--- src/l2_ctrl_pkg.sv ---
// cache controller enums, way and word types and address field sizes, imported by the rtl
`default_nettype none

package l2_ctrl_pkg;

    // client operations
    typedef enum logic [1:0] {
        op_read,
        op_write,
        op_inv
    } op_e;

    // main controller states
    typedef enum logic [2:0] {
        st_idle,
        st_lookup,
        st_respond,
        st_check_dirty,
        st_writeback,
        st_refill_req,
        st_refill_wait,
        st_invalidate
    } state_e;

    typedef logic [1:0] way_t;   // one of four ways
    typedef logic [1:0] word_t;  // word inside a line

    localparam int addr_w     = 16;  // word address
    localparam int line_words = 4;

endpackage

`default_nettype wire

--- src/l2_tag_dirty_array.sv ---
// tag, valid and dirty storage with registered hit compare, instantiated by the cache top
`default_nettype none
`timescale 1ns/1ns

module l2_tag_dirty_array #(
    parameter  int index_bits = 4,
    localparam int tag_bits   = l2_ctrl_pkg::addr_w - index_bits - 2
) (
    input  logic                   clk,
    input  logic                   rstn,
    input  logic [index_bits-1:0]  index,
    input  l2_ctrl_pkg::way_t      sel_way,
    input  logic                   tag_we,
    input  logic [tag_bits-1:0]    tag_value,
    input  logic                   dirty_set,
    input  logic                   valid_clear,
    input  logic [tag_bits-1:0]    req_tag,
    output logic [3:0]             hit,
    output logic [tag_bits-1:0]    victim_tag,
    output logic                   victim_dirty
);
    localparam int sets = 1 << index_bits;

    logic [tag_bits-1:0]    tag_mem [sets][4];
    logic [sets-1:0][3:0]   valid_q;
    logic [sets-1:0][3:0]   dirty_q;

    always_ff @(posedge clk) begin
        if (tag_we) begin
            tag_mem[index][sel_way] <= tag_value;
        end
        victim_tag <= tag_mem[index][sel_way];
    end

    always_ff @(posedge clk or negedge rstn) begin
        if (!rstn) begin
            valid_q      <= '0;
            dirty_q      <= '0;
            hit          <= '0;
            victim_dirty <= 1'b0;
        end else begin
            if (tag_we) begin  // refilled line, valid and clean
                valid_q[index][sel_way] <= 1'b1;
                dirty_q[index][sel_way] <= 1'b0;
            end
            if (dirty_set) begin
                dirty_q[index][sel_way] <= 1'b1;
            end
            if (valid_clear) begin
                valid_q[index][sel_way] <= 1'b0;
                dirty_q[index][sel_way] <= 1'b0;
            end
            victim_dirty <= dirty_q[index][sel_way];
            // a tag written this cycle is compared directly
            for (int w = 0; w < 4; w++) begin
                if (tag_we && sel_way == 2'(w)) begin
                    hit[w] <= (tag_value == req_tag);
                end else begin
                    hit[w] <= valid_q[index][w] && (tag_mem[index][w] == req_tag);
                end
            end
        end
    end

endmodule

`default_nettype wire

--- config.mk ---
export PLATFORM = sky130hd
export DESIGN_NAME = l2_tag_dirty_array
export DESIGN_NICKNAME = d
export VERILOG_FILES = /design/src/l2_ctrl_pkg.sv /design/src/l2_tag_dirty_array.sv
export SDC_FILE = /design/constraint.sdc
export NUM_CORES = 1
export LEC_CHECK = 0
export ABC_CLOCK_PERIOD_IN_PS = 2600
export BUFFER_PORTS_ARGS = -buffer_cell sky130_fd_sc_hd__buf_2
export CAP_MARGIN = 20
export CELL_PAD_IN_SITES_DETAIL_PLACEMENT = 1
export CELL_PAD_IN_SITES_GLOBAL_PLACEMENT = 2
export CORE_ASPECT_RATIO = 0.75
export CORE_MARGIN = 2
export CORE_UTILIZATION = 40
export DETAILED_ROUTE_END_ITERATION = 8
export PLACE_DENSITY_LB_ADDON = 0.1
export SETUP_SLACK_MARGIN = 0.2
export SKIP_LAST_GASP = 1
export SYNTH_ARGS = -nofsm -noshare
export SYNTH_HDL_FRONTEND = slang
export SYNTH_SLANG_ARGS = --single-unit
--- constraint.sdc ---
create_clock -name clk -period 2.6 [get_ports clk]
set_input_delay 0.13 -clock clk [delete_from_list [all_inputs] [get_ports clk]]
set_output_delay 0.13 -clock clk [all_outputs]
set_load 0.02 [all_outputs]
==> summary.md, run 1 <==
| Metric | Value |
|---|---|
| # setup viols final | `0` |
| Ys flop type | `edfxtp_1` |
| FF/Latch Area | `0.0227 mm^2` |
| Power Density | `711 mW/mm^2` |
| Antenna Nets Post-Route | `0` |
| Via density | `5.94` |
| Share of cells above drive strength 1 | `0.307` |
| GRT Total Usage | `0.255` |
| CTS buffer count | `81` |
| Final Skew | `0.0250 ns` |
| Unrepaired setup endpoints after global routing | `false` |
| Max-slew headroom | `0.419` |
| Clk sinks | `783` |
| Avg WL per Cell | `31.6 um` |
| Synth async-reset ratio | `0.170` |
| Critical Path Sink Type | `register` |
| Nets@finish | `2337` |
| Clock Power Share | `0.411` |
| Seq cells post-synth | `783` |
| Status | `completed` |
| Path type of the worst setup path | `reg -> reg` |
| Total wire length | `111000 um` |
| # rows | `92` |
| Clk slew on worst S/H paths | `0.07 ns` |
| GRT overflow | `0` |
| Fin util | `0.485` |
| Comb pwr share | `0.102` |
| Core area | `0.0840 mm^2` |
| Ant. Diodes | `0` |
| Clock latency at the later pin of the worst-skew pair | `0.65 ns` |
| Via Count | `20800` |
| P&R area growth vs syn | `20.0%` |
| Internal Dissipation | `0.0220 W` |
| Detailed Place HPWL | `74000 um` |
| Post-synth EDFFs | `640` |
| Ys Warns | `0` |
| Final Hold Slack | `0.102 ns` |
| Routability cong. | `0.829` |
| DRC errors left | `0` |
| Multi-input gate area | `0.0106 mm^2` |
| Net Switching | `0.00695 W` |
| Largest net degree at the start of global routing | `70` |
| Worst slew pin tran | `0.871 ns` |
| DRT iter0 DRCs | `2142` |
| Sequential power share | `0.487` |
| Post-Syn Nets | `2090` |
| Fin. max-slew vios | `0` |
| Initial Utilization | `0.404` |
| Shortest period the worst path allows | `2.35 ns` |
| # Max-Cap Violations | `0` |
| Synth area leaders | `edfxtp_1, mux4_2, dfrtp_1, mux2i_1, a22oi_1` |
| Number of I/O pins | `46` |
| Maximum clock rate | `425 MHz` |
| Final hold vios | `0` |
| Vias in the first global route | `21400` |
| Post-synth top area cell | `edfxtp_1` |
| Sequential-to-total area share from yosys stat | `0.670` |
| Mean Syn Cell Area | `16.5 um^2` |
| First-pass GRT wire length | `159000 um` |
| Critical Path AT | `2.87 ns` |
| Chip height | `256 um` |
| Clock tree buffer depth | `3` |
| Sw Share | `0.240` |
| Pre-Repair DR Iteration Count | `5` |
| I/O Buffers | `45` |
| CTS tree | `done` |
| Leakage power | `14.3 nW` |
| Worst Hold Class | `in -> async` |
| Worst setup SP type | `register` |
| Mapped Area | `0.0340 mm^2` |
| Unique masters post-synth | `73` |
| # fillers | `7954` |
| Critical-path maximum fanout | `2` |
| Die ar. | `0.0873 mm^2` |
| Initial antenna violation count | `6` |
| Yosys top cell area share | `0.566` |
| Synthesized netlist cell count | `2059` |
| Peak VDD IR | `419 uV` |
| Die W | `340 um` |
| R2R cell count | `7` |
| CTS root buf | `clkbuf_16` |
| Worst EP required | `3.12 ns` |
| CTS H-tree depth | `3` |
| Post-route clock period utilization | `0.904` |
==> timing repair <==
| item | CTS | global route |
|---|---|---|
| pin swaps | 0 | 2 |
| endpoints found under the hold margin | 81 | 0 |
| endpoints found under the setup margin | 1 | 1 |
| resized for setup | 1 | 1 |
| hold buffers | 3 | 0 |
| buffers inserted | 1 | 0 |
==> routing by layer <==
layer	GRT usage	vias to the layer above	share of wire
li1	-	8822	-
met5	0	-	0.00024
met4	0.0607	4	0.021
met2	0.372	666	0.44
met3	0.0496	131	0.066
met1	0.391	11200	0.47
==> kinds of logic (layout without fill, tap and decap cells) <==
family	count (synthesis)	count (layout)	share of synthesized area
xor gates and xnor gates	52	52	0.0134
buffers and inverters	249	564	0.0392
muxes	304	304	0.154
and+or+nand+nor	310	310	0.0452
AOI/OAI and AO/OA	361	361	0.0782
DFF	783	783	0.670
==> power by group through the flow <==
stage	Clock (W)	Sequential [W]	Combinational (W)
2_1_floorplan	0	0.0143	0.00164
3_5_place_dp	0	0.0144	0.00294
5_1_grt	0.0126	0.0141	0.00312
3_3_place_gp	0	0.0143	0.00289
6_report	0.0119	0.0141	0.00295
4_1_cts	0.0122	0.0141	0.00295
==> worst max-delay path: stages (launching register included) <==
cell	delay, ns
edfxtp_1	0.36
mux4_1	0.49
mux2i_1	0.30
mux2_2	0.26
nor2_1	0.07
a211oi_1	0.52
buf_4	0.21
a21oi_1	0.04
==> final timing paths <==
path / start / end / slack [ns]
max: tag_mem[0][36] / victim_tag[6] / 0.25
min in group clk: req_tag[4] / hit[2] / 0.10
min: rstn / dirty_q[57] / 0.10
max in group asynchronous: rstn / valid_q[11] / 1.66
max reg2reg: tag_mem[0][36] / victim_tag[6] / 0.25
min reg2reg: valid_q[62] / valid_q[62] / 0.55
==> registers in the layout, summed over array words and instances (netlist names) <==
signal,flops
victim_dirty,1
tag_mem,640
victim_tag,10
valid_q,64
dirty_q,64
hit,4
==> Yosys cell counts, types with 5 or more instances <==
cell type and number:
nor2b_1 7, a2bb2oi_1 66, xnor2_1 48, edfxtp_1 640, buf_1 8, o21ai_0 32, mux4_2 150, dfrtp_1 133
dfxtp_1 10, nand3_1 11, o211ai_1 12, nand2_1 71, clkbuf_8 5, mux2_2 32, a221oi_1 11, and2_1 5
mux2i_1 103, nor3_1 76, a211oi_1 12, nor4_1 62, mux4_1 15, nand2b_1 5, a21oi_1 25, buf_12 5
inv_1 73, nor2_1 51, buf_4 11, buf_2 28, a22oi_1 86, buf_6 21, o22ai_1 72, nand4_1 5
clkbuf_1 90
==> per-stage QoR <==
stage                     setup WS [ns]  TNS (ns)  cell area (um^2)  instances  total power, W
after CTS                         0.205         0             40700       3502          0.0292
after global routing              0.223         0             40700       3502          0.0298
after floorplan                  -0.225    -22.28             34600       2059          0.0159
after global placement           -0.138    -0.468             38000       3347          0.0172
final                             0.250         0             40700       3502          0.0290
after detailed placement         -0.175    -0.580             38000       3347          0.0173
==> cell usage in the layout (no fill, tap or decap), drive strengths merged, types with 7 or more instances in the layout <==
cell	Yosys	layout
mux2i	106	106
nand3	11	11
a221oi	14	14
clkbuf	97	107
nor2	51	51
mux4	165	165
mux2	33	33
a22oi	86	86
dfrtp	133	133
nor3	76	76
o21ai	34	34
a21oi	25	25
xnor2	48	48
nor2b	7	7
a2bb2oi	66	66
nor4	62	62
o211ai	12	12
inv	75	75
edfxtp	640	640
o22ai	72	72
nand2	72	72
buf	75	333
a211oi	12	12
dfxtp	10	10
clkinv	2	33
bufinv	0	8
==> area by class of cell <==
type / count / share of cell area
Tap cell: 1128 / 0.0346
Clock buffer: 107 / 0.0552
Inverter: 77 / 0.00725
Multi-Input combinational cell: 1027 / 0.260
Timing Repair Buffer: 336 / 0.0735
Clock inverter: 44 / 0.0108
Sequential cell: 783 / 0.558
(Power assumes the default switching activity.)
==> inputs of run 2 (changes only) <==
- ABC_CLOCK_PERIOD_IN_PS: 2600 -> 2400
- clock period: 2.6 -> 2.4 ns (I/O delays scaled with it)
==> run 2 against run 1 <==
Setup slack worse by 0.17 ns; flip-flop and latch count stayed put; combinational power is 15% higher; die area stayed put; largest cell class unchanged; sequential share of layout area is 1.8 points lower.
==> summary.md, run 2 (synthesized netlist as in run 1, its figures left out) <==
| Metric | Value |
|---|---|
| R2R cell count | `5` |
| Die W | `340 um` |
| Initial Utilization | `0.404` |
| GRT overflow | `0` |
| # setup viols final | `0` |
| Status | `completed` |
| Worst Hold Class | `in -> async` |
| CTS tree | `done` |
| Maximum clock rate | `431 MHz` |
| DRC errors left | `0` |
| Final Skew | `0.0180 ns` |
| Path type of the worst setup path | `reg -> reg` |
| Routability cong. | `0.877` |
| Worst slew pin tran | `1.00 ns` |
| Critical-path cell list | `mux4_2 -> mux4_2 -> xnor2_1 -> a2111o_1 -> o32ai_2` |
| Via Count | `21300` |
| Leakage power | `14.9 nW` |
| Initial antenna violation count | `4` |
| CTS root buf | `clkbuf_16` |
| Worst EP required | `2.95 ns` |
| Clk sinks | `783` |
| Antenna Nets Post-Route | `0` |
| Detailed Place HPWL | `76900 um` |
| Die ar. | `0.0873 mm^2` |
| Share of cells above drive strength 1 | `0.342` |
| CTS H-tree depth | `3` |
| Max-slew headroom | `0.328` |
| Flop2flop setup slack | `0.08 ns` |
| Pre-Repair DR Iteration Count | `7` |
| Reg2Reg Launch Point | `tag_mem[4][9]` |
| Final Hold Slack | `0.0238 ns` |
| Worst setup SP type | `register` |
| # Max-Cap Violations | `0` |
| Fin util | `0.501` |
| Final hold vios | `0` |
| Post-route clock period utilization | `0.967` |
| P&R area growth vs syn | `23.9%` |
| DRT iter0 DRCs | `2077` |
| Nets@finish | `2437` |
| Via density | `5.93` |
| Avg WL per Cell | `31.5 um` |
| Power Density | `745 mW/mm^2` |
| Critical Path AT | `2.87 ns` |
| Shortest period the worst path allows | `2.32 ns` |
| Setup WS post-layout | `0.0784 ns` |
| Number of I/O pins | `46` |
| Highest-delay cell along the critical path | `mux4_2` |
| I/O Buffers | `45` |
| Critical Path Most Common Cell | `mux4_2` |
| Chip height | `256 um` |
| Total wire length | `113000 um` |
| CTS buffer count | `81` |
| Leading cell type in the layout, fill and taps excluded | `edfxtp_1` |
| Critical-path maximum fanout | `2` |
| Total power | `0.0314 W` |
| Dpl ws | `-0.359 ns` |
| Commonest cells after routing, fill and taps aside | `edfxtp_1, buf_4, mux4_2` |
| Core area | `0.0840 mm^2` |
| Crit Reg-Reg Endpoint | `hit[3]` |
| Clk slew on worst S/H paths | `0.07 ns` |
| Vias in the first global route | `21900` |
| Clock tree buffer depth | `3` |
| # rows | `92` |
| GRT Total Usage | `0.262` |
| First-pass GRT wire length | `165000 um` |
| Fin. max-slew vios | `0` |
| Unrepaired setup endpoints after global routing | `true` |
| Reg with most FFs | `tag_mem` |
| Sum Neg Setup Slack | `0 ns` |
| Crit-path max cell delay | `0.51 ns` |
| Largest registers | `tag_mem x640, dirty_q x64, valid_q x64` |
| Peak VDD IR | `606 uV` |
| Critical Path Sink Type | `register` |
| Clock latency at the later pin of the worst-skew pair | `0.65 ns` |
| Largest net degree at the start of global routing | `68` |
| Max reg flops | `640` |
run 2: changes by cell type in the layout (fill, tap and decap cells not counted), moves of 5 or more:
cell and delta:
clkinv_1 +8, nor4_2 -11, buf_4 +61, clkbuf_1 -10, inv_6 +5, nor4_4 +12, clkinv_2 -8, mux4_2 +5
buf_12 +37, mux4_1 -5
run 2: area by class of cell:
type	count	area (um^2)
diodes	1	2.50
clock buffers	95	2150
clock inverters	49	468
fillers	7908	41900
inverters	77	295
multi-input cells	1027	10800
flip-flops and latches	783	22700
well taps	1128	1410
repair buffers	436	4210
run 2: worst max-delay path by stage:
stage	slack (ns)	startpoint	to	depth (start not counted)
after detailed placement	-0.36	index[0]	hit[0]	9
final	0.08	tag_mem[4][9]	hit[3]	5
after floorplan	-0.003	index[3]	tag_mem[10][0]	7
after global routing	0.03	tag_mem[6][6]	hit[3]	5
after CTS	0.13	tag_mem[11][27]	hit[1]	8
after global placement	-0.41	index[0]	hit[0]	9
run 2: layer usage:
metal  global-route usage  up-vias  part of all wire  routed length (um)
li1                     -     9022                 -                   -
met1                0.401    11500              0.48               54100
met2                0.395      644              0.45               51000
met3               0.0376      141             0.050                5710
met4               0.0620        2             0.022                2540
met5                    0        -          0.000062                   7
run 2: what timing repair did:
action | 4_1_cts | 5_1_grt
pin swaps | 5 | 13
resized for setup | 5 | 22
hold endpoints to repair | 144 | 0
setup endpoints to repair | 4 | 7
hold buffers | 4 | 0
setup buffers | 3 | 3
run 2: through the flow:
stage,area (um^2),instances
5_1_grt,42100,3595
6_report,42100,3596
3_5_place_dp,39300,3441
2_1_floorplan,34800,2059
3_3_place_gp,39300,3441
4_1_cts,42000,3592
run 2: worst max-delay path: cells and delay by family, from the launching register on:
family / cells / cell delay, ns
AO/OA/AOI/OAI: 2 / 0.71
flip-flops: 1 / 0.38
XOR/XNOR: 1 / 0.14
multiplexers: 2 / 0.99
run 2: power breakdown:
part           switching (W)  internal (W)
Combinational        0.00198       0.00141
Clock                0.00541       0.00728
Sequential          0.000220        0.0151
