`src/l2_ctrl_pkg.sv`:
```
// cache controller enums, way and word types and address field sizes, imported by the rtl
`default_nettype none

package l2_ctrl_pkg;

    // client operations
    typedef enum logic [1:0] {
        op_read,
        op_write,
        op_inv
    } op_e;

    // main controller states
    typedef enum logic [2:0] {
        st_idle,
        st_lookup,
        st_respond,
        st_check_dirty,
        st_writeback,
        st_refill_req,
        st_refill_wait,
        st_invalidate
    } state_e;

    typedef logic [1:0] way_t;   // one of four ways
    typedef logic [1:0] word_t;  // word inside a line

    localparam int addr_w     = 16;  // word address
    localparam int line_words = 4;

endpackage

`default_nettype wire

```
`src/l2_bus_pkg.sv`:
```
// client and memory port payloads, shared by the cache top, its fsm and the testbench
`default_nettype none

package l2_bus_pkg;

    // client side
    typedef struct packed {
        l2_ctrl_pkg::op_e                op;
        logic [l2_ctrl_pkg::addr_w-1:0]  addr;   // word address
        logic [31:0]                     wdata;
    } cpu_req_t;

    typedef struct packed {
        logic [31:0] rdata;  // zero for write and invalidate
    } cpu_rsp_t;

    // memory side, one word per transfer
    typedef struct packed {
        logic                            we;
        logic [l2_ctrl_pkg::addr_w-1:0]  addr;
        logic [31:0]                     wdata;
    } mem_req_t;

    typedef struct packed {
        logic [31:0] rdata;
    } mem_rsp_t;

endpackage

`default_nettype wire

```
`src/l2_ctrl_fsm.sv`:
```
// main cache fsm for lookup, hit service, dirty writeback, refill and invalidate
`default_nettype none
`timescale 1ns/1ns

module l2_ctrl_fsm #(
    parameter  int index_bits = 4,
    localparam int tag_bits   = l2_ctrl_pkg::addr_w - index_bits - 2
) (
    input  logic                   clk,
    input  logic                   rstn,
    input  logic                   cpu_req_valid,
    output logic                   cpu_req_ready,
    input  l2_bus_pkg::cpu_req_t   cpu_req,
    output logic                   cpu_rsp_valid,
    input  logic                   cpu_rsp_ready,
    output l2_bus_pkg::cpu_rsp_t   cpu_rsp,
    output logic                   mem_req_valid,
    input  logic                   mem_req_ready,
    output l2_bus_pkg::mem_req_t   mem_req,
    input  logic                   mem_rsp_valid,
    output logic                   mem_rsp_ready,
    input  l2_bus_pkg::mem_rsp_t   mem_rsp,
    input  logic [3:0]             hit,
    input  logic [tag_bits-1:0]    victim_tag,
    input  logic                   victim_dirty,
    input  l2_ctrl_pkg::way_t      victim_way,
    input  logic [31:0]            rd_word_data,
    input  l2_ctrl_pkg::word_t     beat_word,
    input  logic                   beat_last,
    output logic [index_bits-1:0]  index,
    output l2_ctrl_pkg::way_t      sel_way,
    output l2_ctrl_pkg::word_t     sel_word,
    output logic                   word_we,
    output logic                   fill_we,
    output logic [31:0]            fill_data,
    output logic                   tag_we,
    output logic [tag_bits-1:0]    tag_value,
    output logic                   dirty_set,
    output logic                   valid_clear,
    output logic                   use_strobe,
    output logic                   beat_start,
    output logic                   beat_step
);
    import l2_ctrl_pkg::*;
    import l2_bus_pkg::*;

    state_e                 state;
    state_e                 state_nx;
    cpu_req_t               req_q;
    way_t                   way_q;     // hit way or miss victim
    logic                   run_q;
    way_t                   hit_way;
    logic [index_bits-1:0]  req_index;
    logic [tag_bits-1:0]    req_tag;
    word_t                  req_word;

    assign req_word  = req_q.addr[1:0];
    assign req_index = req_q.addr[index_bits+1:2];
    assign req_tag   = req_q.addr[addr_w-1:index_bits+2];

    // lookup starts with the incoming request while idle
    assign index     = (state == st_idle) ? cpu_req.addr[index_bits+1:2] : req_index;
    assign tag_value = (state == st_idle) ? cpu_req.addr[addr_w-1:index_bits+2] : req_tag;

    assign fill_data     = (state == st_refill_wait) ? mem_rsp.rdata : req_q.wdata;
    assign cpu_rsp.rdata = (req_q.op == op_read) ? rd_word_data : '0;

    always_comb begin
        hit_way = '0;
        for (int w = 3; w >= 0; w--) begin
            if (hit[w]) hit_way = way_t'(w);  // lowest way wins
        end
    end

    ////////////////////////////////////////
    // state and request registers
    ////////////////////////////////////////

    always_ff @(posedge clk or negedge rstn) begin
        if (!rstn) begin
            state <= st_idle;
            run_q <= 1'b0;
            way_q <= '0;
        end else begin
            state <= state_nx;
            run_q <= 1'b1;
            if (state == st_lookup) begin
                way_q <= sel_way;
            end
        end
    end

    always_ff @(posedge clk) begin
        if (cpu_req_valid && cpu_req_ready) begin
            req_q <= cpu_req;
        end
    end

    ////////////////////////////////////////
    // next state and array controls
    ////////////////////////////////////////

    always_comb begin
        state_nx      = state;
        cpu_req_ready = 1'b0;
        cpu_rsp_valid = 1'b0;
        mem_req_valid = 1'b0;
        mem_rsp_ready = 1'b0;
        mem_req.we    = 1'b0;
        mem_req.addr  = {req_tag, req_index, beat_word};
        mem_req.wdata = '0;
        sel_way       = way_q;
        sel_word      = req_word;
        word_we       = 1'b0;
        fill_we       = 1'b0;
        tag_we        = 1'b0;
        dirty_set     = 1'b0;
        valid_clear   = 1'b0;
        use_strobe    = 1'b0;
        beat_start    = 1'b0;
        beat_step     = 1'b0;
        case (state)
            st_idle: begin
                cpu_req_ready = run_q;
                if (cpu_req_valid && run_q) state_nx = st_lookup;
            end
            st_lookup: begin
                if (|hit) begin
                    sel_way = hit_way;
                    if (req_q.op == op_inv) begin
                        state_nx = st_check_dirty;
                    end else begin
                        use_strobe = 1'b1;
                        word_we    = (req_q.op == op_write);
                        dirty_set  = (req_q.op == op_write);
                        state_nx   = st_respond;
                    end
                end else begin
                    sel_way  = victim_way;  // dirty bit read for next state
                    state_nx = (req_q.op == op_inv) ? st_respond : st_check_dirty;
                end
            end
            st_check_dirty: begin
                beat_start = 1'b1;
                sel_word   = '0;  // prefetch first writeback word
                if (victim_dirty) begin
                    state_nx = st_writeback;
                end else if (req_q.op == op_inv) begin
                    state_nx = st_invalidate;
                end else begin
                    state_nx = st_refill_req;
                end
            end
            st_writeback: begin
                mem_req_valid = 1'b1;
                mem_req.we    = 1'b1;
                mem_req.addr  = {victim_tag, req_index, beat_word};
                mem_req.wdata = rd_word_data;
                sel_word      = beat_word;
                if (mem_req_ready) begin
                    beat_step = 1'b1;
                    sel_word  = beat_word + word_t'(1);  // read ahead
                    if (beat_last) begin
                        state_nx = (req_q.op == op_inv) ? st_invalidate : st_refill_req;
                    end
                end
            end
            st_refill_req: begin
                mem_req_valid = 1'b1;
                if (mem_req_ready) state_nx = st_refill_wait;
            end
            st_refill_wait: begin
                mem_rsp_ready = 1'b1;
                sel_word      = beat_word;
                if (mem_rsp_valid) begin
                    fill_we   = 1'b1;
                    beat_step = 1'b1;
                    if (beat_last) begin
                        tag_we     = 1'b1;
                        use_strobe = 1'b1;
                        state_nx   = st_lookup;  // now hits
                    end else begin
                        state_nx = st_refill_req;
                    end
                end
            end
            st_invalidate: begin
                valid_clear = 1'b1;
                state_nx    = st_respond;
            end
            st_respond: begin
                cpu_rsp_valid = 1'b1;
                if (cpu_rsp_ready) state_nx = st_idle;
            end
            default: state_nx = st_idle;
        endcase
    end

endmodule

`default_nettype wire

```
`config.mk`:
```
export PLATFORM = sky130hd
export DESIGN_NAME = l2_ctrl_fsm
export DESIGN_NICKNAME = d
export VERILOG_FILES = /design/src/l2_ctrl_pkg.sv /design/src/l2_bus_pkg.sv /design/src/l2_ctrl_fsm.sv
export SDC_FILE = /design/constraint.sdc
export NUM_CORES = 1
export LEC_CHECK = 0
export BUFFER_PORTS_ARGS = -buffer_cell sky130_fd_sc_hd__buf_2
export CORE_AREA = 2 2 109 111
export CTS_CLUSTER_SIZE = 10
export DETAILED_ROUTE_END_ITERATION = 10
export DIE_AREA = 0 0 111 113
export GPL_TIMING_DRIVEN = 1
export SLEW_MARGIN = 20
export SYNTH_ARGS = -nofsm -noshare
export SYNTH_HDL_FRONTEND = slang
export SYNTH_SLANG_ARGS = --single-unit
```
`constraint.sdc`:
```
create_clock -name clk -period 4 [get_ports clk]
set_input_delay 0.8 -clock clk [delete_from_list [all_inputs] [get_ports clk]]
set_output_delay 0.8 -clock clk [all_outputs]
set_load 0.1 [all_outputs]
```
==> results.toml, run 1 <==
[critical_path]
crit_required_ns = 3.20
endpoint = "tag_value[2]"
reg2reg_to = "req_q[10]$_DFFE_PP_"
end_kind = "output port"
reg2reg_depth = 3
r2r_start = "state[1]$_DFFE_PN0P_"
arrival_ns = 2.33
cp-start-kind = "register"
rrSetupSlack_ns = 1.41
critPathMaxFanout = 18
startpoint = "state[1]$_DFFE_PN0P_"
path_class = "register to output port"

[place]
placed_area_um2 = 5351
port_buffers = 282
dpl.hpwl_um = 8939
gp_congestion = 0.8466

[floorplan]
die_x_um = 111
fp.dieH_um = 113
dieArea_um2 = 12540
boundaryPins = 283
rows = 39
core_um2 = 11270
start_util_pct = 29.16

[global_route]
grt_pass1_wl_um = 16510
grt-ovfl-total = 0
antenna_found_initial = 0
grtUsageTotal_pct = 16.28
first_global_vias = 3220
grt_max_degree = 37

[drt]
ant_nets = 0
via_per_inst = 4.573
dr.pass1.iters = 4
dr_wl_met3_um = 843
drtIter0Drc = 135
num_vias = 3434
wirelength_um = 10950
post-route-drc-count = 0
top_layer_used = "met4"
routedWlPerCell_um = 14.58
wl_met1_um = 4578
routed-wl-met2_um = 5482

[min_path]
min_path_type = "primary input to asynchronous set/reset pin"

[sta]
tightest_slew_ns = 0.7509
maxSlewViolCount = 0
fin_crit_sh_pct = 78.35
setup_viol = 0
slew_headroom_pct = 49.78
rsz0062_at_grt = "no"
hold_viol = 0
fin_skew_ns = 0.004263
max_freq_mhz = 319.1
layout_min_cycle_time_ns = 3.134
fin_tns_setup_ns = 0

[clock_tree]
cts.sinks = 56
root_buffer = "clkbuf_16"
cts_max_level = 2
cts-buffers-inserted = 5
cts_hold_buf = 0
path_clk_slew_ns = 0.07
cts-resized-gates = 0
clk_latency_ns = 0.29
postCtsSetupRepairBufs = 0
cts_tree = "yes"
cts.path.max_buffers = 2

[run]
drv_cap = 0

[layout]
final_cell_mix = "245 x buf_2, 104 x nand2_1, 50 x edfxtp_1"
drive_above_1_share_pct = 54.28
final_common_cell = "buf_2"
num_antenna_cells = 0
fin_nets = 748
area_growth_pct = 67.91
stdcell_area_um2 = 5519

[status]
status = "complete, no violations"

[yosys]
synth-seq-cells = 56
synth-seq-area-share_pct = 50.25
synth_area_per_cell_um2 = 9.611
synth_nets = 483
synth-warning-count = 0
synth_cells = 342
synth_cell_type_count = 41
netlist_area_um2 = 3287

[pwr]
leakage_nw = 2.890
ir_drop_v = 0.0004959
p_per_area_nw_per_um2 = 953.8
[cells in the mapped netlist, drive strengths merged]
library cell / count / area share [%]
and2: 36 / 6.9
mux2: 24 / 8.2
a21oi: 2 / 0.30
nor3b: 2 / 0.46
nand2: 104 / 12
o21ai: 5 / 0.76
o22ai: 1 / 0.19
buf: 19 / 3.6
or4: 1 / 0.23
a31oi: 1 / 0.19
o211ai: 1 / 0.23
dfrtp: 6 / 4.6
or2: 1 / 0.19
nor3: 2 / 0.65
nand2b: 3 / 0.57
clkbuf: 11 / 1.3
a221oi: 2 / 0.53
o22a: 1 / 0.27
nor4b: 1 / 0.27
mux2i: 1 / 0.30
ha: 1 / 0.38
nor2: 9 / 1.1
nand3b: 2 / 0.46
o32ai: 1 / 0.27
o31ai: 2 / 0.46
nor2b: 2 / 0.38
a21o: 2 / 0.46
o21bai: 2 / 0.46
conb: 1 / 0.11
a32oi: 2 / 0.53
and3: 34 / 6.5
edfxtp: 50 / 46
inv: 6 / 0.69
and2b: 1 / 0.23
o41ai: 2 / 0.53
a211oi: 1 / 0.23
[metrics by stage]
stage                     worst slack, ns  total power [mW]  hold WS [ns]  util (%)  std cells
after CTS                          0.8477             5.303        0.3284     48.96        751
after detailed placement            1.133             4.793        0.4806     47.47        743
after global routing               0.6915             5.447        0.3309     48.96        751
after global placement              1.135             4.763        0.4775     47.47        743
final                              0.8659             5.264        0.3277     48.96        751
after floorplan                   0.04545             3.846        0.4531         -        342
[report_power, final]
part           switching (mW)  leakage [nW]  internal, mW  total [mW]
Sequential             0.0843         0.528         0.717       0.802
Combinational            3.02          2.28         0.946        3.96
Clock                   0.203        0.0815         0.299       0.501
[final cells by class]
class,instances,area [um2]
Timing Repair Buffer,288,2012
Clock buffer,6,128.9
Sequential cell,56,1652
Tap cell,143,178.9
Clock inverter,2,38.79
Fill cell,1036,5753
Multi-Input combinational cell,250,1486
Inverter,6,22.52
[worst min path at each step]
| stage | startpoint | end | cells past startpoint |
|---|---|---|---|
| after floorplan | way_q[1]$_DFFE_PN0P_ | way_q[1]$_DFFE_PN0P_ | 2 |
| final | rstn | way_q[0]$_DFFE_PN0P_ | 1 |
| after global placement | way_q[1]$_DFFE_PN0P_ | way_q[1]$_DFFE_PN0P_ | 2 |
| after CTS | rstn | way_q[1]$_DFFE_PN0P_ | 1 |
| after detailed placement | way_q[1]$_DFFE_PN0P_ | way_q[1]$_DFFE_PN0P_ | 2 |
| after global routing | rstn | run_q$_DFF_PN0_ | 1 |
[registers in the layout, indices dropped and copies added, names as in the netlist]
name / cells
req_index: 4
req_q: 46
state: 3
run_q: 1
way_q: 2
[kinds of logic after synthesis]
family                     Yosys count  share of synthesized area [%]
AOI/OAI and AO/OA                   25                          5.406
adders and majority gates            1                         0.3806
buffers and inverters               36                          5.519
DFF                                 56                          50.25
muxes                               25                          8.527
other                                1                         0.1141
and+or+nand+nor                    198                          29.81
[worst max-delay path: stages, from the launching register on]
cell and delay (ns):
dfrtp_1 0.60, nor3_4 0.73, mux2_2 0.29, buf_2 0.42
[layer usage]
metal  global-route usage [%]  vias to the layer above
met2                    28.22                      135
met5                        0                        -
met1                    20.72                     1604
li1                         -                     1691
met4                    2.583                        0
met3                    4.606                        4
No activity file was read; power rests on OpenSTA's default activity.
==> run 2: changes to the inputs <==
--- a/config.mk
+++ b/config.mk
@@ -5,11 +5,12 @@
 export SDC_FILE = /design/constraint.sdc
 export NUM_CORES = 1
 export LEC_CHECK = 0
+export ABC_AREA = 1
 export BUFFER_PORTS_ARGS = -buffer_cell sky130_fd_sc_hd__buf_2
-export CORE_AREA = 2 2 109 111
+export CORE_AREA = 2 2 111 113
 export CTS_CLUSTER_SIZE = 10
 export DETAILED_ROUTE_END_ITERATION = 10
-export DIE_AREA = 0 0 111 113
+export DIE_AREA = 0 0 113 115
 export GPL_TIMING_DRIVEN = 1
 export SLEW_MARGIN = 20
 export SYNTH_ARGS = -nofsm -noshare
==> constraint.sdc (replaced) <==
create_clock -name clk -period 2.95 [get_ports clk]
set_input_delay 0.59 -clock clk [delete_from_list [all_inputs] [get_ports clk]]
set_output_delay 0.59 -clock clk [all_outputs]
set_load 0.1 [all_outputs]
==> run 2 against run 1 <==
- the flow now finishes with violations (design-rule violations)
- sequential share of layout area increased by 1.5 points
- combinational power increased by 23%
- final cell count increased by 12%
- synthesized cell count increased by 23%
- non-clock buffer count unchanged
- wire length increased by 2.6%
- final area decreased by 4.9%
- total power increased by 26%
- core utilization decreased by 4.5 points
- clock power increased by 36%
- global-route usage decreased by 0.11 points
- highest routed layer unchanged
==> results.toml, run 2 <==
[place]
port_buffers = 282
gp_congestion = 0.8356
dp_slack_ns = 0.4617
dpl.hpwl_um = 9228
placed_area_um2 = 5074

[yosys]
synth_nets = 562
synth_cells = 421
yosysMostFrequentCell = "nand2_1"
synth-edff-count = 50
synth_common_cells = "161 x nand2_1, 81 x nor2_1, 50 x edfxtp_1, 49 x inv_1, 13 x nand3_1"
synth_cell_type_count = 25
netlist_area_um2 = 3336
synthFlopType = "edfxtp_1"
synth-warning-count = 0
async_reset_ff_share_pct = 10.71
synth-seq-cells = 56
synth_area_leaders = "edfxtp_1 45%, nand2_1 18%, nor2_1 9.1%, inv_1 5.5%, dfrtp_1 4.5%"
synth-seq-area-share_pct = 49.51
synth_top_area_cell = "edfxtp_1"
synth_area_per_cell_um2 = 7.923
synth.top_cell.area_share_pct = 45.01

[critical_path]
critPathMaxFanout = 33
crit_required_ns = 2.36
end_kind = "output port"
cp-start-kind = "register"
path_delay_family = "flip-flops"
cp_cell_sequence = "nand2_1 -> nor2_4 -> buf_12 -> nand2_1 -> o21ai_1 -> buf_12"
arrival_ns = 2.13
cp_num_buf_inv = 2
path_class = "register to output port"
critPathMaxStageDelay_ns = 0.59
cpMaxStageDelayCell = "dfrtp_1"

[sta]
tightest_slew_ns = 0.5419
fin_tns_setup_ns = 0
maxSlewViolCount = 0
rsz0062_at_grt = "no"
hold_viol = 0
fin_skew_ns = 0.005312
layout_min_cycle_time_ns = 2.721
fin_crit_sh_pct = 92.24
setup_ws_ns = 0.2288
setup_viol = 0
slew_headroom_pct = 64.12
max_freq_mhz = 367.5

[clock_tree]
cts.sinks = 56
path_clk_slew_ns = 0.07
postCtsSetupRepairBufs = 0
clk_latency_ns = 0.29
cts_tree = "yes"
cts_max_level = 2
cts_hold_buf = 0
cts-buffers-inserted = 5
root_buffer = "clkbuf_16"
cts.path.max_buffers = 2

[drt]
ant_nets = 0
drtIter0Drc = 138
wirelength_um = 11240
routedWlPerCell_um = 13.39
via_per_inst = 4.317
num_vias = 3622
post-route-drc-count = 20
dr.pass1.iters = 8

[status]
violations = "design-rule violations"
status = "finished with violations"

[floorplan]
boundaryPins = 283
die_x_um = 113
dieArea_um2 = 13000
start_util_pct = 28.24
fp.dieH_um = 115
core_um2 = 11810
rows = 40

[layout]
multiInputGateArea_um2 = 1311
largest_reg_flops = 46
num_antenna_cells = 0
seqCellArea_um2 = 1652
fin_nets = 832
n_fill_cell = 1175
top_register = "req_q"
final_common_cell = "buf_2"
area_growth_pct = 57.35
drive_above_1_share_pct = 45.95
final_cell_mix = "265 x buf_2, 161 x nand2_1, 79 x nor2_1"
stdcell_area_um2 = 5249

[min_path]
min_path_type = "primary input to asynchronous set/reset pin"

[global_route]
grt_max_degree = 44
antenna_found_initial = 0
grt_pass1_wl_um = 16470
grt-ovfl-total = 0
grtUsageTotal_pct = 16.16
first_global_vias = 3415

[pwr]
ir_drop_v = 0.0004107
leakage_nw = 2.975
p_per_area_nw_per_um2 = 1262

[run]
drv_cap = 0
==> run 2: cell types whose count changed after synthesis, sizes merged, moves of 3 or more <==
cell and delta:
nand2 +59, nor2 +74, buf +3, nand3 +13
mux2 -10, inv +44, and2 -36, clkbuf -8
and3 -34, nand2b -3
==> run 2: cell families (layout without fill, tap and decap cells) <==
kind of cell,Yosys count,count (layout),synth area share (%)
AO/OA/AOI/OAI,12,12,1.950
adder cells (fa/ha/maj),1,1,0.3750
buffers and inverters,75,346,11.63
flip-flops,56,56,49.51
AND/OR/NAND/NOR,261,261,30.53
XOR/XNOR,1,1,0.2626
other,1,1,0.1124
multiplexers,14,14,5.626
==> run 2: final timing paths <==
check / startpoint / end / slack (ns) / cells after the start
max in group asynchronous: rstn / state[1]$_DFFE_PN0P_ / 2.68 / 1
min: rstn / way_q[0]$_DFFE_PN0P_ / 0.12 / 1
max: state[2]$_DFFE_PN0P_ / use_strobe / 0.23 / 6
max reg2reg: state[2]$_DFFE_PN0P_ / req_q[44]$_DFFE_PP_ / 0.98 / 4
min reg2reg: way_q[0]$_DFFE_PN0P_ / way_q[0]$_DFFE_PN0P_ / 0.50 / 2
min in group clk: cpu_req[26] / req_q[26]$_DFFE_PP_ / 0.47 / 1
==> run 2: layer usage <==
| layer | vias to the layer above | part of all wire (%) | global-route usage, % |
|---|---|---|---|
| met3 | 11 | 7.3 | 3.110 |
| met2 | 181 | 56 | 33.61 |
| met4 | 0 | 1.3 | 4.309 |
| met1 | 1605 | 36 | 16.16 |
| li1 | 1825 | - | - |
| met5 | - | 0 | 0 |
==> run 2: power breakdown <==
| group | internal, mW | switching, mW | total (mW) |
|---|---|---|---|
| sequential | 0.993 | 0.0780 | 1.07 |
| clock | 0.404 | 0.279 | 0.683 |
| combinational | 0.928 | 3.94 | 4.87 |
| total | 2.33 | 4.30 | 6.62 |
==> run 2: what timing repair did <==
action	4_1_cts	5_1_grt
endpoints found under the setup margin	0	1
gates resized for setup	0	1
endpoints found under the hold margin	0	0
==> run 2: worst reg2reg max path: stages, from the launching register on <==
cell     delay [ns]
dfrtp_1        0.53
inv_1          0.27
nand2_4        0.23
nor2_4         0.32
buf_12         0.29
==> run 2: cell type report <==
class / count / share of cell area (%)
inverters: 50 / 3.695
clock inverters: 3 / 0.8820
multi-input cells: 290 / 24.98
flip-flops and latches: 56 / 31.47
well taps: 147 / 3.504
clock buffers: 5 / 2.384
repair buffers: 288 / 33.09
==> run 2: through the flow <==
stage                     instances  utilization, %  hold WS, ns  power [mW]
after global routing            839           44.44       0.1108       6.873
final                           839           44.44       0.1169       6.622
after CTS                       839           44.41       0.1082       6.674
after global placement          831           42.96       0.4266       5.948
after detailed placement        831           42.96       0.4277       5.978
after floorplan                 421               -       0.2944       5.046
