## src/l2_ctrl_pkg.sv

```systemverilog
// cache controller enums, way and word types and address field sizes, imported by the rtl
`default_nettype none

package l2_ctrl_pkg;

    // client operations
    typedef enum logic [1:0] {
        op_read,
        op_write,
        op_inv
    } op_e;

    // main controller states
    typedef enum logic [2:0] {
        st_idle,
        st_lookup,
        st_respond,
        st_check_dirty,
        st_writeback,
        st_refill_req,
        st_refill_wait,
        st_invalidate
    } state_e;

    typedef logic [1:0] way_t;   // one of four ways
    typedef logic [1:0] word_t;  // word inside a line

    localparam int addr_w     = 16;  // word address
    localparam int line_words = 4;

endpackage

`default_nettype wire

```

## src/l2_plru.sv

```systemverilog
// tree pseudo-lru per set for four ways, gives the replacement victim to the fsm
`default_nettype none
`timescale 1ns/1ns

module l2_plru #(
    parameter int index_bits = 4
) (
    input  logic                   clk,
    input  logic                   rstn,
    input  logic [index_bits-1:0]  index,
    input  logic                   use_strobe,
    input  l2_ctrl_pkg::way_t      use_way,
    output l2_ctrl_pkg::way_t      victim_way
);
    // bit 0 is the root, bit 1 picks in ways 0/1, bit 2 in ways 2/3
    logic [(1 << index_bits)-1:0][2:0] tree_q;
    logic [2:0]                        node;

    assign node       = tree_q[index];
    assign victim_way = node[0] ? {1'b1, node[2]} : {1'b0, node[1]};

    always_ff @(posedge clk or negedge rstn) begin
        if (!rstn) begin
            tree_q <= '0;
        end else if (use_strobe) begin
            tree_q[index][0] <= ~use_way[1];  // point away from used half
            if (use_way[1]) begin
                tree_q[index][2] <= ~use_way[0];
            end else begin
                tree_q[index][1] <= ~use_way[0];
            end
        end
    end

endmodule

`default_nettype wire

```

## config.mk

```make
export PLATFORM = sky130hd
export DESIGN_NAME = l2_plru
export DESIGN_NICKNAME = d
export VERILOG_FILES = /design/src/l2_ctrl_pkg.sv /design/src/l2_plru.sv
export SDC_FILE = /design/constraint.sdc
export NUM_CORES = 1
export LEC_CHECK = 0
export ABC_AREA = 1
export BUFFER_PORTS_ARGS = -buffer_cell sky130_fd_sc_hd__buf_2
export CAP_MARGIN = 20
export CORE_MARGIN = 4
export CORE_UTILIZATION = 40
export DETAILED_ROUTE_END_ITERATION = 12
export GPL_TIMING_DRIVEN = 0
export HOLD_SLACK_MARGIN = 0.08
export REMOVE_ABC_BUFFERS = 1
export SLEW_MARGIN = 20
export SYNTH_ARGS = -nofsm -noshare
export SYNTH_HDL_FRONTEND = slang
export SYNTH_SLANG_ARGS = --single-unit
```

## constraint.sdc

```tcl
create_clock -name clk -period 1.79 [get_ports clk]
set_input_delay 0.0895 -clock clk [delete_from_list [all_inputs] [get_ports clk]]
set_output_delay 0.0895 -clock clk [all_outputs]
set_load 0.01 [all_outputs]
```

==> impl_summary.md, run 1 <==
GRT
The initial antenna violation count is 0. Global routing used 17.5% of the available tracks. The met1 usage is 24.0%. The first-pass GRT wire length is 10500 microns. Global routing consumed, on the met2 layer, 27.9% of the routing resources. In the global route stage, met3 resource usage came out at 4.23%. The number of global-route vias before repair came to 2163. The largest net degree at the start of global routing is 31. The global routing stage identified its most utilized layer as met2. The sum of overflow across all layers after global routing is 0.

Run
The number of max-cap violations is 0.

Placed design
The number of buffer cells added on primary ports is 10. Routability-driven placement finished with a final weighted congestion of 0.790. In this run the cell area measured after placement is 0.00268 sq mm.

The detailed placement HPWL is 4000 microns.

Clock network
The root buffer cell is clkbuf_8. The later-pin clock latency in the skew report is 0.30 ns. The number of buffers on the longest clock path is 2. The clock-pin slew of the registers on the worst-case setup and hold paths is 0.09 ns. The clock sink count is 48. The CTS tree is built. The H-tree generated during clock tree synthesis spans 2 levels.

The number of clock buffers inserted by TritonCTS is 5.

STA
After routing, the total negative slack on setup checks comes to 0 ns. The worst hold slack across all endpoints is 0.0943 ns. The number of hold violations in the final report came to 0. The final number of max-transition violations was 0. The minimum period implied by the final worst setup slack is 1.56 ns. Measured against its own limit, the worst slew margin works out to 63.2%. Setup repair after global routing left no endpoint under its margin. Of the available clock period, the critical path in the final layout requires 87.1%.

Between clock sinks in the finished design, the worst skew comes to 0 ns. Derived from the worst setup path, the maximum achievable clock frequency is 641 MHz. The setup-violating endpoint count in the final report is 0. For the pin with the worst max-slew slack, the measured transition is 0.552 ns.

Detailed routing
The detailed-route DRC error count is 0. The average wire per cell in the routed design is 13.9 microns. The number of nets with antenna violations after routing is 0. The via-per-instance ratio is 5.05. The detailed router finished its first iteration with 65 violations. Wires add up to 6040 microns.

The number of detailed-routing iterations run before antenna repair is 4. The total vias in the final route is 2191.

Hold path
The class of the most critical hold timing path is primary input to async pin.

Critical path
Data arrives at the worst endpoint at 1.47 ns. In this run the worst path has a maximum fanout of 30. The sort of element at the start of the critical path is a primary input. The cell depth of the worst flop-to-flop path is 1. The launch instance of the worst register-to-register path is tree_q[41]$_DFFE_PN0P_. In this run the critical register-to-register path is captured at tree_q[41]$_DFFE_PN0P_. The sort of element at the end of the critical path is a primary output. For the worst setup path, the data required time is 1.70 ns. The critical path is of the primary input to primary output type. The register-to-register path setup slack is 1.01 ns.

Finish
The count of nets after finishing is 367. The library cell used most frequently in the layout, excluding fill and tap cells, is nand2_1. tree_q holds more flip-flops than any other register.

The total inserted antenna cells is 0. The top cell types in the final layout, fill and taps aside, are nand2_1 (181), dfrtp_1 (48), inv_1 (14), a21oi_1 (14), o21ai_0 (12). The largest registers in the layout are tree_q (48). The summed area of non-filler cells in the final layout is 0.00285 sq mm. Of the cells placed in the final design, the portion with a size suffix greater than 1 is 13.9%. The synthesis-to-finish area growth is 11.0%.

The number of flip-flops in the largest register is 48.

Pwr
The overall power of the completed layout is 2.60 mW. The largest voltage drop on the vdd net is 406 uV. In this run the power density over the cells is 914 mW/mm^2. In this run the static leakage power is 1.42 nW.

Yosys
Measured against the total synthesized area, the mux share comes to 1.90%. The average instance in the mapped netlist occupies 7.43 sq um. The post-synthesis instance area is 0.00256 sq mm. The total of flip-flops plus latches after synthesis is 48. The count of mapped cells out of synthesis is 345. The post-synthesis adder-cell area fraction is 0%. The post-synthesis xor/xnor area fraction is 0%.

The number of warnings issued by yosys is 0. The synthesized netlist devotes 32.8% of its cell area to simple gates. The complex-gate fraction of the synthesized area is 13.2%. After synthesis, the largest family of logic cells by area is simple AND/OR/NAND/NOR gates. Sequential elements use 46.9% of the synthesized area. In this run, distinct cell masters in the synthesized netlist total 26.

Outcome
The flow ran to the end, and the final reports show no timing, DRC or antenna violations.

Die
The initial utilization of the core area, before any placement, comes to 42.3%. The number of ports placed on the die boundary is 11. The floorplan step defined a die boundary enclosing 0.00775 sq mm. Measured along the x axis, the die boundary spans 88.1 microns.

The number of standard-cell rows in the floorplan is 28. The die is 88.1 microns tall. The area inside the core boundary is 0.00606 sq mm.
[logic make-up after synthesis]
kind of cell | after synthesis
buffers and inverters | 30
AND/OR/NAND/NOR | 208
flip-flops | 48
multiplexers | 4
AO/OA/AOI/OAI | 55
[worst max-delay path, cell delays in order]
cell and delay (ns):
buf_6 0.25, clkinvlp_4 0.17, buf_4 0.18, nand2_1 0.06, nand2_1 0.05, nand2_1 0.06
nand2_1 0.06, nand2_1 0.06, nand2_1 0.10, inv_1 0.07, nand2_1 0.06, nand2_1 0.06
nand2_1 0.05, buf_2 0.13
[worst max-delay path by stage]
stage                                      from                     end  slack [ns]
final                                  index[0]           victim_way[0]        0.23
after CTS                            use_way[1]  tree_q[38]$_DFFE_PN0P_        0.08
after detailed placement               index[0]           victim_way[0]       -0.35
after global routing      tree_q[3]$_DFFE_PN0P_           victim_way[0]        0.02
after floorplan                        index[0]           victim_way[0]        0.61
after global placement                 index[0]           victim_way[0]       -0.34
[final cells by class]
class / count / area [sq um]
tap: 75 / 93.8
clock inverter: 2 / 10.0
clock buffer: 6 / 82.6
fill: 616 / 3220
timing repair inverter: 1 / 7.51
multi-input combinational: 267 / 1230
sequential: 48 / 1200
timing repair buffer: 18 / 151
inverter: 17 / 71.3
[cell usage after synthesis, drive strengths merged]
cell    instances  area, sq um
dfrtp          48         1200
mux2            4         48.8
o41ai           5         51.3
a21oi          14         70.1
o21ai          16         80.1
buf             9         56.3
nand4           1         6.26
nand3           2         15.0
a31oi          11         68.8
clkbuf          4         15.0
inv            16         60.1
clkinv          1         3.75
o21a            9         67.6
nor2           21          121
nand2         184          698
[report_power, final]
| part | internal (mW) | total [mW] | switching [mW] |
|---|---|---|---|
| combinational | 0.228 | 0.546 | 0.319 |
| clock | 0.309 | 0.676 | 0.367 |
| sequential | 1.28 | 1.38 | 0.0995 |
[through the flow]
stage | utilization, % | setup WS (ns) | cells
after floorplan | - | 0.613 | 332
after global placement | 43.5 | -0.341 | 417
after detailed placement | 44.3 | -0.349 | 419
after CTS | 46.6 | 0.0842 | 432
after global routing | 46.9 | 0.0216 | 434
final | 46.9 | 0.231 | 434
[layer usage]
metal  vias to the layer above  share of wire, %
met3                        12               5.8
met4                         0               1.4
met2                        57                44
met5                         -                 0
met1                       993                48
li1                       1129                 -
[repair_timing]
action	CTS	global route
setup buffers	3	2
endpoints found under the hold margin	48	0
endpoints found under the setup margin	2	7
gates cloned	1	0
resized for setup	3	2
hold buffers	1	0
Note: power is estimated with default switching activity, not from simulation.
==> inputs of run 2 (changes only) <==
RECOVER_POWER = 100   (was default)
==> run 2 against run 1 <==
Maximum frequency decreased by 0.99%. Wire length about the same. Non-clock buffer count is the same. Power is 0.96% lower. Die area unchanged. Worst hold slack got worse by 0.020 ns. Global-route usage is the same. Critical endpoint unchanged. Highest routed layer unchanged.
==> impl_summary.md, run 2 (synthesis gave the netlist of run 1 again) <==
GRT
The sum of overflow across all layers after global routing is 0 (unchanged). The number of global-route vias before repair was 2163 (unchanged). The initial antenna violation count is 0 (unchanged).

The first-pass GRT wire length is 10500 microns (unchanged). The global-route usage over all layers was 17.5% (unchanged). The largest net degree at the start of global routing is 31 (unchanged).

Die
The die outline area is 0.00775 sq mm (unchanged). The overall die width is 88.1 microns (unchanged). The starting utilization of the core area was 42.3% (unchanged). The area inside the core boundary is 0.00606 sq mm (unchanged). The number of standard-cell rows in the floorplan is 28 (unchanged). The die outline height is 88.1 microns (unchanged). The number of ports placed on the die boundary was 11 (unchanged).

Hold path
The class of the most critical hold timing path was primary input to async pin (unchanged).

Critical path
The data arrival time of the critical path is 1.49 ns (was 1.47 ns). The endpoint of the lowest-slack register-to-register path is tree_q[41]$_DFFE_PN0P_ (unchanged). The cell depth of the worst flop-to-flop path is 1 (unchanged).

The biggest fanout along the worst timing path is 2 (was 30). The data required time at the worst endpoint is 1.70 ns (about the same). The register-to-register path setup slack is 1.01 ns (about the same). The sort of element at the start of the critical path is a flip-flop (was primary input). The launch instance of the worst register-to-register path was tree_q[41]$_DFFE_PN0P_ (unchanged). The path type of the worst setup path is flip-flop to primary output (was primary input to primary output). The sort of element at the end of the critical path is a primary output (unchanged).

STA
The worst hold slack across all endpoints was 0.0744 ns (was 0.0943 ns). RSZ-0062 raised after global routing: false (unchanged). The setup-violating endpoint count in the final report is 0 (unchanged). The achievable frequency is 635 MHz (was 641 MHz). The pin slew with the least headroom to its limit is 0.757 ns (was 0.552 ns).

The final clock period utilization by the worst path is 88.0% (was 87.1%). The relative slew slack came to 49.5% (was 63.2%). The final clock skew was 0 ns (unchanged). The minimum period implied by the final worst setup slack is 1.57 ns (was 1.56 ns). The worst-case setup margin in the final layout is 0.215 ns (was 0.231 ns).

The final number of max-transition violations was 0 (unchanged). The number of hold violations in the final report is 0 (unchanged).

Pwr
The fraction of power spent switching nets is 30.1% (was 30.2%). The proportion of power drawn by flip-flops and latches is 53.5% (was 53.0%). The overall power of the completed layout is 2.58 mW (was 2.60 mW). The largest voltage drop on the vdd net came to 404 uV (was 406 uV). The fraction of power consumed by combinational cells was 20.3% (was 21.0%).

The clock share of power was 26.2% (was 26.0%). The power density over cell area came to 936 mW/mm^2 (was 914 mW/mm^2). The net switching power of the design is 0.774 mW (was 0.785 mW). The standby leakage power is 1.40 nW (was 1.42 nW). The total internal power is 1.80 mW (was 1.82 mW).

Detailed routing
The number of detailed-routing iterations run before antenna repair is 4 (unchanged). The detailed-route DRC error count was 0 (unchanged). The number of nets with antenna violations after routing is 0 (unchanged).

The violation count after the first detailed-routing iteration was 90 (was 65). The total vias in the final route was 2191 (unchanged). The via-per-instance ratio is 5.05 (unchanged). The sum of routed wire length over all layers is 6040 microns (about the same). The average wire per cell in the routed design came to 13.9 microns (about the same).

Placed design
The placer congestion estimate is 0.790 (unchanged). The pre-CTS worst setup slack is -0.349 ns (unchanged). The detailed placement HPWL is 4000 microns (unchanged). The number of buffer cells added on primary ports is 10 (unchanged).

Clock network
The root buffer cell is clkbuf_8 (unchanged). The CTS tree is built (unchanged). The later-pin clock latency in the skew report is 0.30 ns (about the same). The number of buffers on the longest clock path was 2 (unchanged). The clock sink count is 48 (unchanged).

The clock-pin slew of the registers on the worst-case setup and hold paths is 0.09 ns (about the same). The number of clock buffers inserted by TritonCTS is 5 (unchanged). The number of levels in the clock H-tree was 2 (unchanged).

Finish
Commonest non-fill, non-tap cells in the layout: nand2_1 (183), dfrtp_1 (48), nor2_1 (19) (was nand2_1 (181), dfrtp_1 (48), inv_1 (14), a21oi_1 (14), o21ai_0 (12)). The synthesis-to-finish area growth is 7.27% (was 11.0%). The number of flip-flops in the largest register is 48 (unchanged). The most common cell after layout, fill and taps aside is nand2_1 (unchanged).

The register with the highest flop count is tree_q (unchanged). The fraction of final layout cells with drive strength greater than 1 is 9.19% (was 13.9%). The number of fill cells is 632 (was 616). The total inserted antenna cells was 0 (unchanged). Regs by FF count: tree_q (48) (unchanged). The count of nets after finishing was 367 (unchanged). The utilization of the core after routing is 45.4% (was 46.9%).

Run
The number of max-cap violations is 0 (unchanged).

Outcome
Run status: finished clean (unchanged).
[run 2: repair_timing]
action | in CTS | in global routing
buffers inserted | 3 | 2
resized for setup | 3 | 2
pin swaps | 0 | 0
gates cloned | 1 | 0
hold buffers | 1 | 0
endpoints found under the setup margin | 2 | 7
hold endpoints to repair | 48 | 0
[run 2: layout make-up]
| class | instances | area [sq um] | area share, % |
|---|---|---|---|
| Clock buffer | 6 | 82.6 | 3.00 |
| Tap cell | 75 | 93.8 | 3.41 |
| Inverter | 17 | 71.3 | 2.59 |
| Sequential cell | 48 | 1200 | 43.7 |
| Clock inverter | 2 | 10.0 | 0.364 |
| Timing Repair inverter | 1 | 7.51 | 0.273 |
| Timing Repair Buffer | 18 | 111 | 4.05 |
| Multi-Input combinational cell | 267 | 1170 | 42.6 |
[run 2: worst max path at each step]
| stage | cells after the start | startpoint | slack [ns] | end |
|---|---|---|---|---|
| after floorplan | 11 | index[0] | 0.61 | victim_way[0] |
| after global placement | 13 | index[0] | -0.34 | victim_way[0] |
| after detailed placement | 13 | index[0] | -0.35 | victim_way[0] |
| after CTS | 3 | use_way[1] | 0.08 | tree_q[38]$_DFFE_PN0P_ |
| after global routing | 11 | tree_q[3]$_DFFE_PN0P_ | 0.01 | victim_way[0] |
| final | 11 | tree_q[9]$_DFFE_PN0P_ | 0.22 | victim_way[0] |
[run 2: per-layer routing]
metal	global-route usage (%)	wire length [microns]	share of wire, %
met2	27.9	2690	45
met1	24.0	3010	50
met3	4.23	258	4.3
met4	4.40	85	1.4
met5	0	0	0
[run 2: power by group through the flow]
stage / Clock (mW) / Sequential [mW] / Combinational (mW)
floorplan: 0 / 1.37 / 0.372
global placement: 0 / 1.39 / 0.512
detailed placement: 0 / 1.40 / 0.537
CTS: 0.702 / 1.38 / 0.550
global route: 0.756 / 1.40 / 0.613
finish: 0.674 / 1.38 / 0.524
[run 2: metrics by stage]
step,cell area (sq um),instances,TNS [ns]
final,2750,434,0
after global routing,2750,434,0
after CTS,2820,432,0
after detailed placement,2680,419,-4.07
after global placement,2640,417,-3.73
after floorplan,2490,332,0
[run 2: critical path: stages, from the launching register on]
cell and delay [ns]:
dfrtp_1 0.35, nand2_1 0.05, nand2_1 0.08, nand2_1 0.06, nand2_1 0.08, nand2_1 0.05
nand2_1 0.12, inv_1 0.05, nand2_1 0.08, nand2_1 0.05, nand2_1 0.07, clkbuf_2 0.13
==> inputs of run 3 (changes only) <==
ABC_AREA = default   (was 1)
PLACE_DENSITY = 0.68   (was default)
==> run 3 against run 2 <==
The flow now finishes with violations (negative setup slack). Final area is 4.5% lower. Sequential share of layout area rose by 2.1 points. Combinational power down 15%. Worst hold slack better by 0.16 ns. Wire length shrank 14%. Area after synthesis shrank 4.0%. Register-to-register slack hardly changed. Count of clock-buffer cells in the layout is the same. Die area shrank 3.6%. Critical path type unchanged. Largest power group unchanged. Highest routed layer unchanged.
==> impl_summary.md, run 3 <==
Outcome
Run status: finished, violations left (was finished clean). The final reports fail on negative setup slack.

Detailed routing
The average wire per cell in the routed design came to 17.7 microns (was 13.9 microns). The number of detailed-routing iterations run before antenna repair is 4 (unchanged). The via-per-instance ratio is 5.75 (was 5.05). The violation count after the first detailed-routing iteration is 141 (was 90). The number of nets with antenna violations after routing is 0 (unchanged). The total vias in the final route was 1685 (was 2191). The sum of routed wire length over all layers is 5180 microns (was 6040 microns). The detailed-route DRC error count is 0 (unchanged).

GRT
The initial antenna violation count is 0 (unchanged). The number of global-route vias before repair was 1635 (was 2163). The first-pass GRT wire length is 8450 microns (was 10500 microns). The largest net degree at the start of global routing is 49 (was 31). The global-route usage over all layers is 14.8% (was 17.5%). The sum of overflow across all layers after global routing was 0 (unchanged).

Clock network
The clock-pin slew of the registers on the worst-case setup and hold paths is 0.08 ns (was 0.09 ns). The number of buffers on the longest clock path is 2 (unchanged). The clock sink count is 48 (unchanged). The later-pin clock latency in the skew report was 0.29 ns (was 0.30 ns). The CTS tree is built (unchanged). The number of clock buffers inserted by TritonCTS is 5 (unchanged).

The number of levels in the clock H-tree is 2 (unchanged). The root buffer cell was clkbuf_8 (unchanged).

Placed design
The total placed instance area is 0.00251 sq mm (was 0.00268 sq mm). The number of buffer cells added on primary ports came to 10 (unchanged). The number of placed cells counting well taps is 283 (was 419).

The pre-CTS worst setup slack is -0.239 ns (was -0.349 ns). The placer congestion estimate is 0.715 (was 0.790). The detailed placement HPWL is 3320 microns (was 4000 microns).

Die
The overall die width is 86.4 microns (was 88.1 microns). The starting utilization of the core area is 41.3% (was 42.3%). The number of ports placed on the die boundary was 11 (unchanged).

The area inside the core boundary is 0.00596 sq mm (was 0.00606 sq mm). The die outline area was 0.00747 sq mm (was 0.00775 sq mm). The number of standard-cell rows in the floorplan is 28 (unchanged). The die outline height came to 86.4 microns (was 88.1 microns).

Yosys
The distinct cell type count of the synthesized netlist is 27 (was 26). The number of warnings issued by yosys is 0 (unchanged). The primary flip-flop cell chosen by synthesis mapping is dfrtp_1 (unchanged). The average instance area after synthesis is 11.3 sq um (was 7.43 sq um). The cell taking the most area after synthesis is dfrtp_1 (unchanged). Dominant cells by area after synthesis: dfrtp_1 (49%), mux4_1 (8.5%), mux2_2 (7.3%), a21o_1 (4.6%), nand3_1 (4.3%) (was dfrtp_1 (47%), nand2_1 (27%), a21oi_1 (2.7%), a31oi_1 (2.7%), nor2_2 (2.7%)). List of most frequent post-synthesis cells: dfrtp_1 (48), nand2_1 (22), nand3_1 (21) (was nand2_1 (181), dfrtp_1 (48), inv_1 (15)). The total of flip-flops plus latches after synthesis is 48 (unchanged).

The number of enable-type register cells in the synthesized netlist is 0 (unchanged). The most numerous cell in the Yosys netlist is dfrtp_1 (was nand2_1). The count of mapped cells out of synthesis is 217 (was 345).

The area fraction of the dominant cell type after synthesis is 48.8% (was 46.9%). The share of synthesized registers carrying an async set or reset is 100% (unchanged). The sequential share of the synthesized area came to 48.8% (was 46.9%). The post-synthesis instance area was 0.00246 sq mm (was 0.00256 sq mm).

Critical path
The biggest cell delay along the critical path is 0.49 ns (was 0.35 ns). The register-to-register path setup slack is 1.01 ns (about the same). The endpoint of the lowest-slack register-to-register path is tree_q[31]$_DFFE_PN0P_ (was tree_q[41]$_DFFE_PN0P_). Chain of cells forming the critical path: mux4_2 > a22oi_2 > nand3_2 > mux2_4 > buf_6 (was nand2_1 > nand2_1 > nand2_1 > nand2_1 > nand2_1 > nand2_1 > inv_1 > nand2_1 > nand2_1 > nand2_1 > clkbuf_2). The data arrival time of the critical path came to 1.90 ns (was 1.49 ns). The category of cells accounting for the largest share of critical-path delay is multiplexers (was simple AND/OR/NAND/NOR gates). The cell at the slowest stage of the critical path is mux4_2 (was dfrtp_1). The sort of element at the start of the critical path is a flip-flop (unchanged). The sort of element at the end of the critical path is a primary output (unchanged).

The sum of buffers and inverters on the critical path was 1 (was 2). The data required time at the worst endpoint is 1.70 ns (about the same). The biggest fanout along the worst timing path is 2 (unchanged). The path type of the worst setup path is flip-flop to primary output (unchanged). The launch instance of the worst register-to-register path is tree_q[31]$_DFFE_PN0P_ (was tree_q[41]$_DFFE_PN0P_). The cell depth of the worst flop-to-flop path was 1 (unchanged).

Finish
The summed area of non-filler cells in the final layout is 0.00263 sq mm (was 0.00275 sq mm). The area taken by multi-input logic gates was 0.00116 sq mm (was 0.00117 sq mm). The fraction of final layout cells with drive strength greater than 1 is 21.6% (was 9.19%). The final standard cell count with taps included and fillers excluded is 293 (was 434). The number of flip-flops in the largest register is 48 (unchanged). The most common cell after layout, fill and taps aside is dfrtp_1 (was nand2_1).

The utilization of the core after routing is 44.1% (was 45.4%). Regs by FF count: tree_q (48) (unchanged). The sequential standard cell area was 0.00120 sq mm (unchanged). The synthesis-to-finish area growth was 6.66% (was 7.27%). The number of fill cells is 573 (was 632). Commonest non-fill, non-tap cells in the layout: dfrtp_1 (48), nand2_1 (22), nand3_1 (21) (was nand2_1 (183), dfrtp_1 (48), nor2_1 (19)). The register with the highest flop count is tree_q (unchanged).

The total inserted antenna cells is 0 (unchanged). The count of nets after finishing was 227 (was 367).

STA
The pin slew with the least headroom to its limit was 1.19 ns (was 0.757 ns). The minimum period implied by the final worst setup slack is 1.99 ns (was 1.57 ns). The setup-violating endpoint count in the final report came to 2 (was 0).

The total negative slack for setup checks is -0.241 ns (was 0 ns). The final clock skew is 0 ns (unchanged). The number of hold violations in the final report came to 0 (unchanged). The worst-case setup margin in the final layout is -0.202 ns (was 0.215 ns). The final number of max-transition violations came to 0 (unchanged). The achievable frequency is 502 MHz (was 635 MHz). The worst hold slack across all endpoints is 0.239 ns (was 0.0744 ns). The final clock period utilization by the worst path is 111% (was 88.0%). RSZ-0062 raised after global routing: true (was false). The relative slew slack was 20.8% (was 49.5%).

Pwr
The largest voltage drop on the vdd net was 410 uV (was 404 uV). The overall power of the completed layout came to 2.39 mW (was 2.58 mW). The standby leakage power is 1.26 nW (was 1.40 nW). The power density over cell area is 911 mW/mm^2 (was 936 mW/mm^2).

Hold path
The path with the worst hold slack has its endpoint at tree_q[5]$_DFFE_PN0P_. The worst hold path passes through 2 cells. The critical hold path startpoint is use_way[0].

The class of the most critical hold timing path was primary input to flip-flop (was primary input to async pin).

Run
The number of max-cap violations is 0 (unchanged).
==> run 3: cell count changes in the layout (fill, tap and decap cells not counted), sizes merged, moves of 4 or more <==
cell,change
nand2,-162
nand3,+20
a21o,+15
a21oi,-14
inv,-13
mux2,+13
mux4,+12
a31oi,-11
o21a,-9
o31ai,+8
o41ai,-5
clkbuf,-4
nor2,-4
nor2b,+4
==> run 3: worst max-delay path by stage <==
stage	start	to	cells after the start
floorplan	tree_q[9]$_DFFE_PN0P_	victim_way[0]	4
global route	tree_q[3]$_DFFE_PN0P_	victim_way[0]	5
global placement	index[0]	victim_way[0]	6
finish	tree_q[9]$_DFFE_PN0P_	victim_way[0]	5
CTS	tree_q[9]$_DFFE_PN0P_	victim_way[0]	5
detailed placement	index[0]	victim_way[0]	6
==> run 3: report_power, final <==
part | switching (mW) | internal (mW) | total (mW)
registers | 0.0902 | 1.25 | 1.34
logic | 0.213 | 0.232 | 0.444
clock network | 0.340 | 0.266 | 0.606
==> run 3: repair_timing <==
item / CTS / global route
endpoints found under the hold margin: 48 / 0
setup buffers: 2 / 0
hold buffers: 1 / 0
gates resized for setup: 2 / 4
setup endpoints to repair: 2 / 2
pin swaps: 2 / 1
==> run 3: cell type report <==
| cell class | instances | share of cell area [%] |
|---|---|---|
| clock inverters | 1 | 0.191 |
| well taps | 75 | 3.57 |
| flip-flops and latches | 48 | 45.8 |
| repair buffers | 13 | 3.10 |
| multi-input cells | 148 | 44.3 |
| inverters | 2 | 0.286 |
| clock buffers | 6 | 2.76 |
==> run 3: cell families (layout without fill, tap and decap cells) <==
logic type	after synthesis	in the layout	share of synthesized area, %
compound gates	41	41	11.0
buf+inv	21	22	4.07
flops	48	48	48.8
mux	31	31	20.9
simple gates	76	76	15.2
==> run 3: per-layer routing <==
| layer | GRT usage, % | up-vias | part of all wire [%] |
|---|---|---|---|
| met5 | 0 | - | 0 |
| met4 | 3.97 | 0 | 0.73 |
| met3 | 3.42 | 4 | 5.4 |
| met2 | 21.1 | 45 | 45 |
| met1 | 22.5 | 848 | 49 |
| li1 | - | 788 | - |
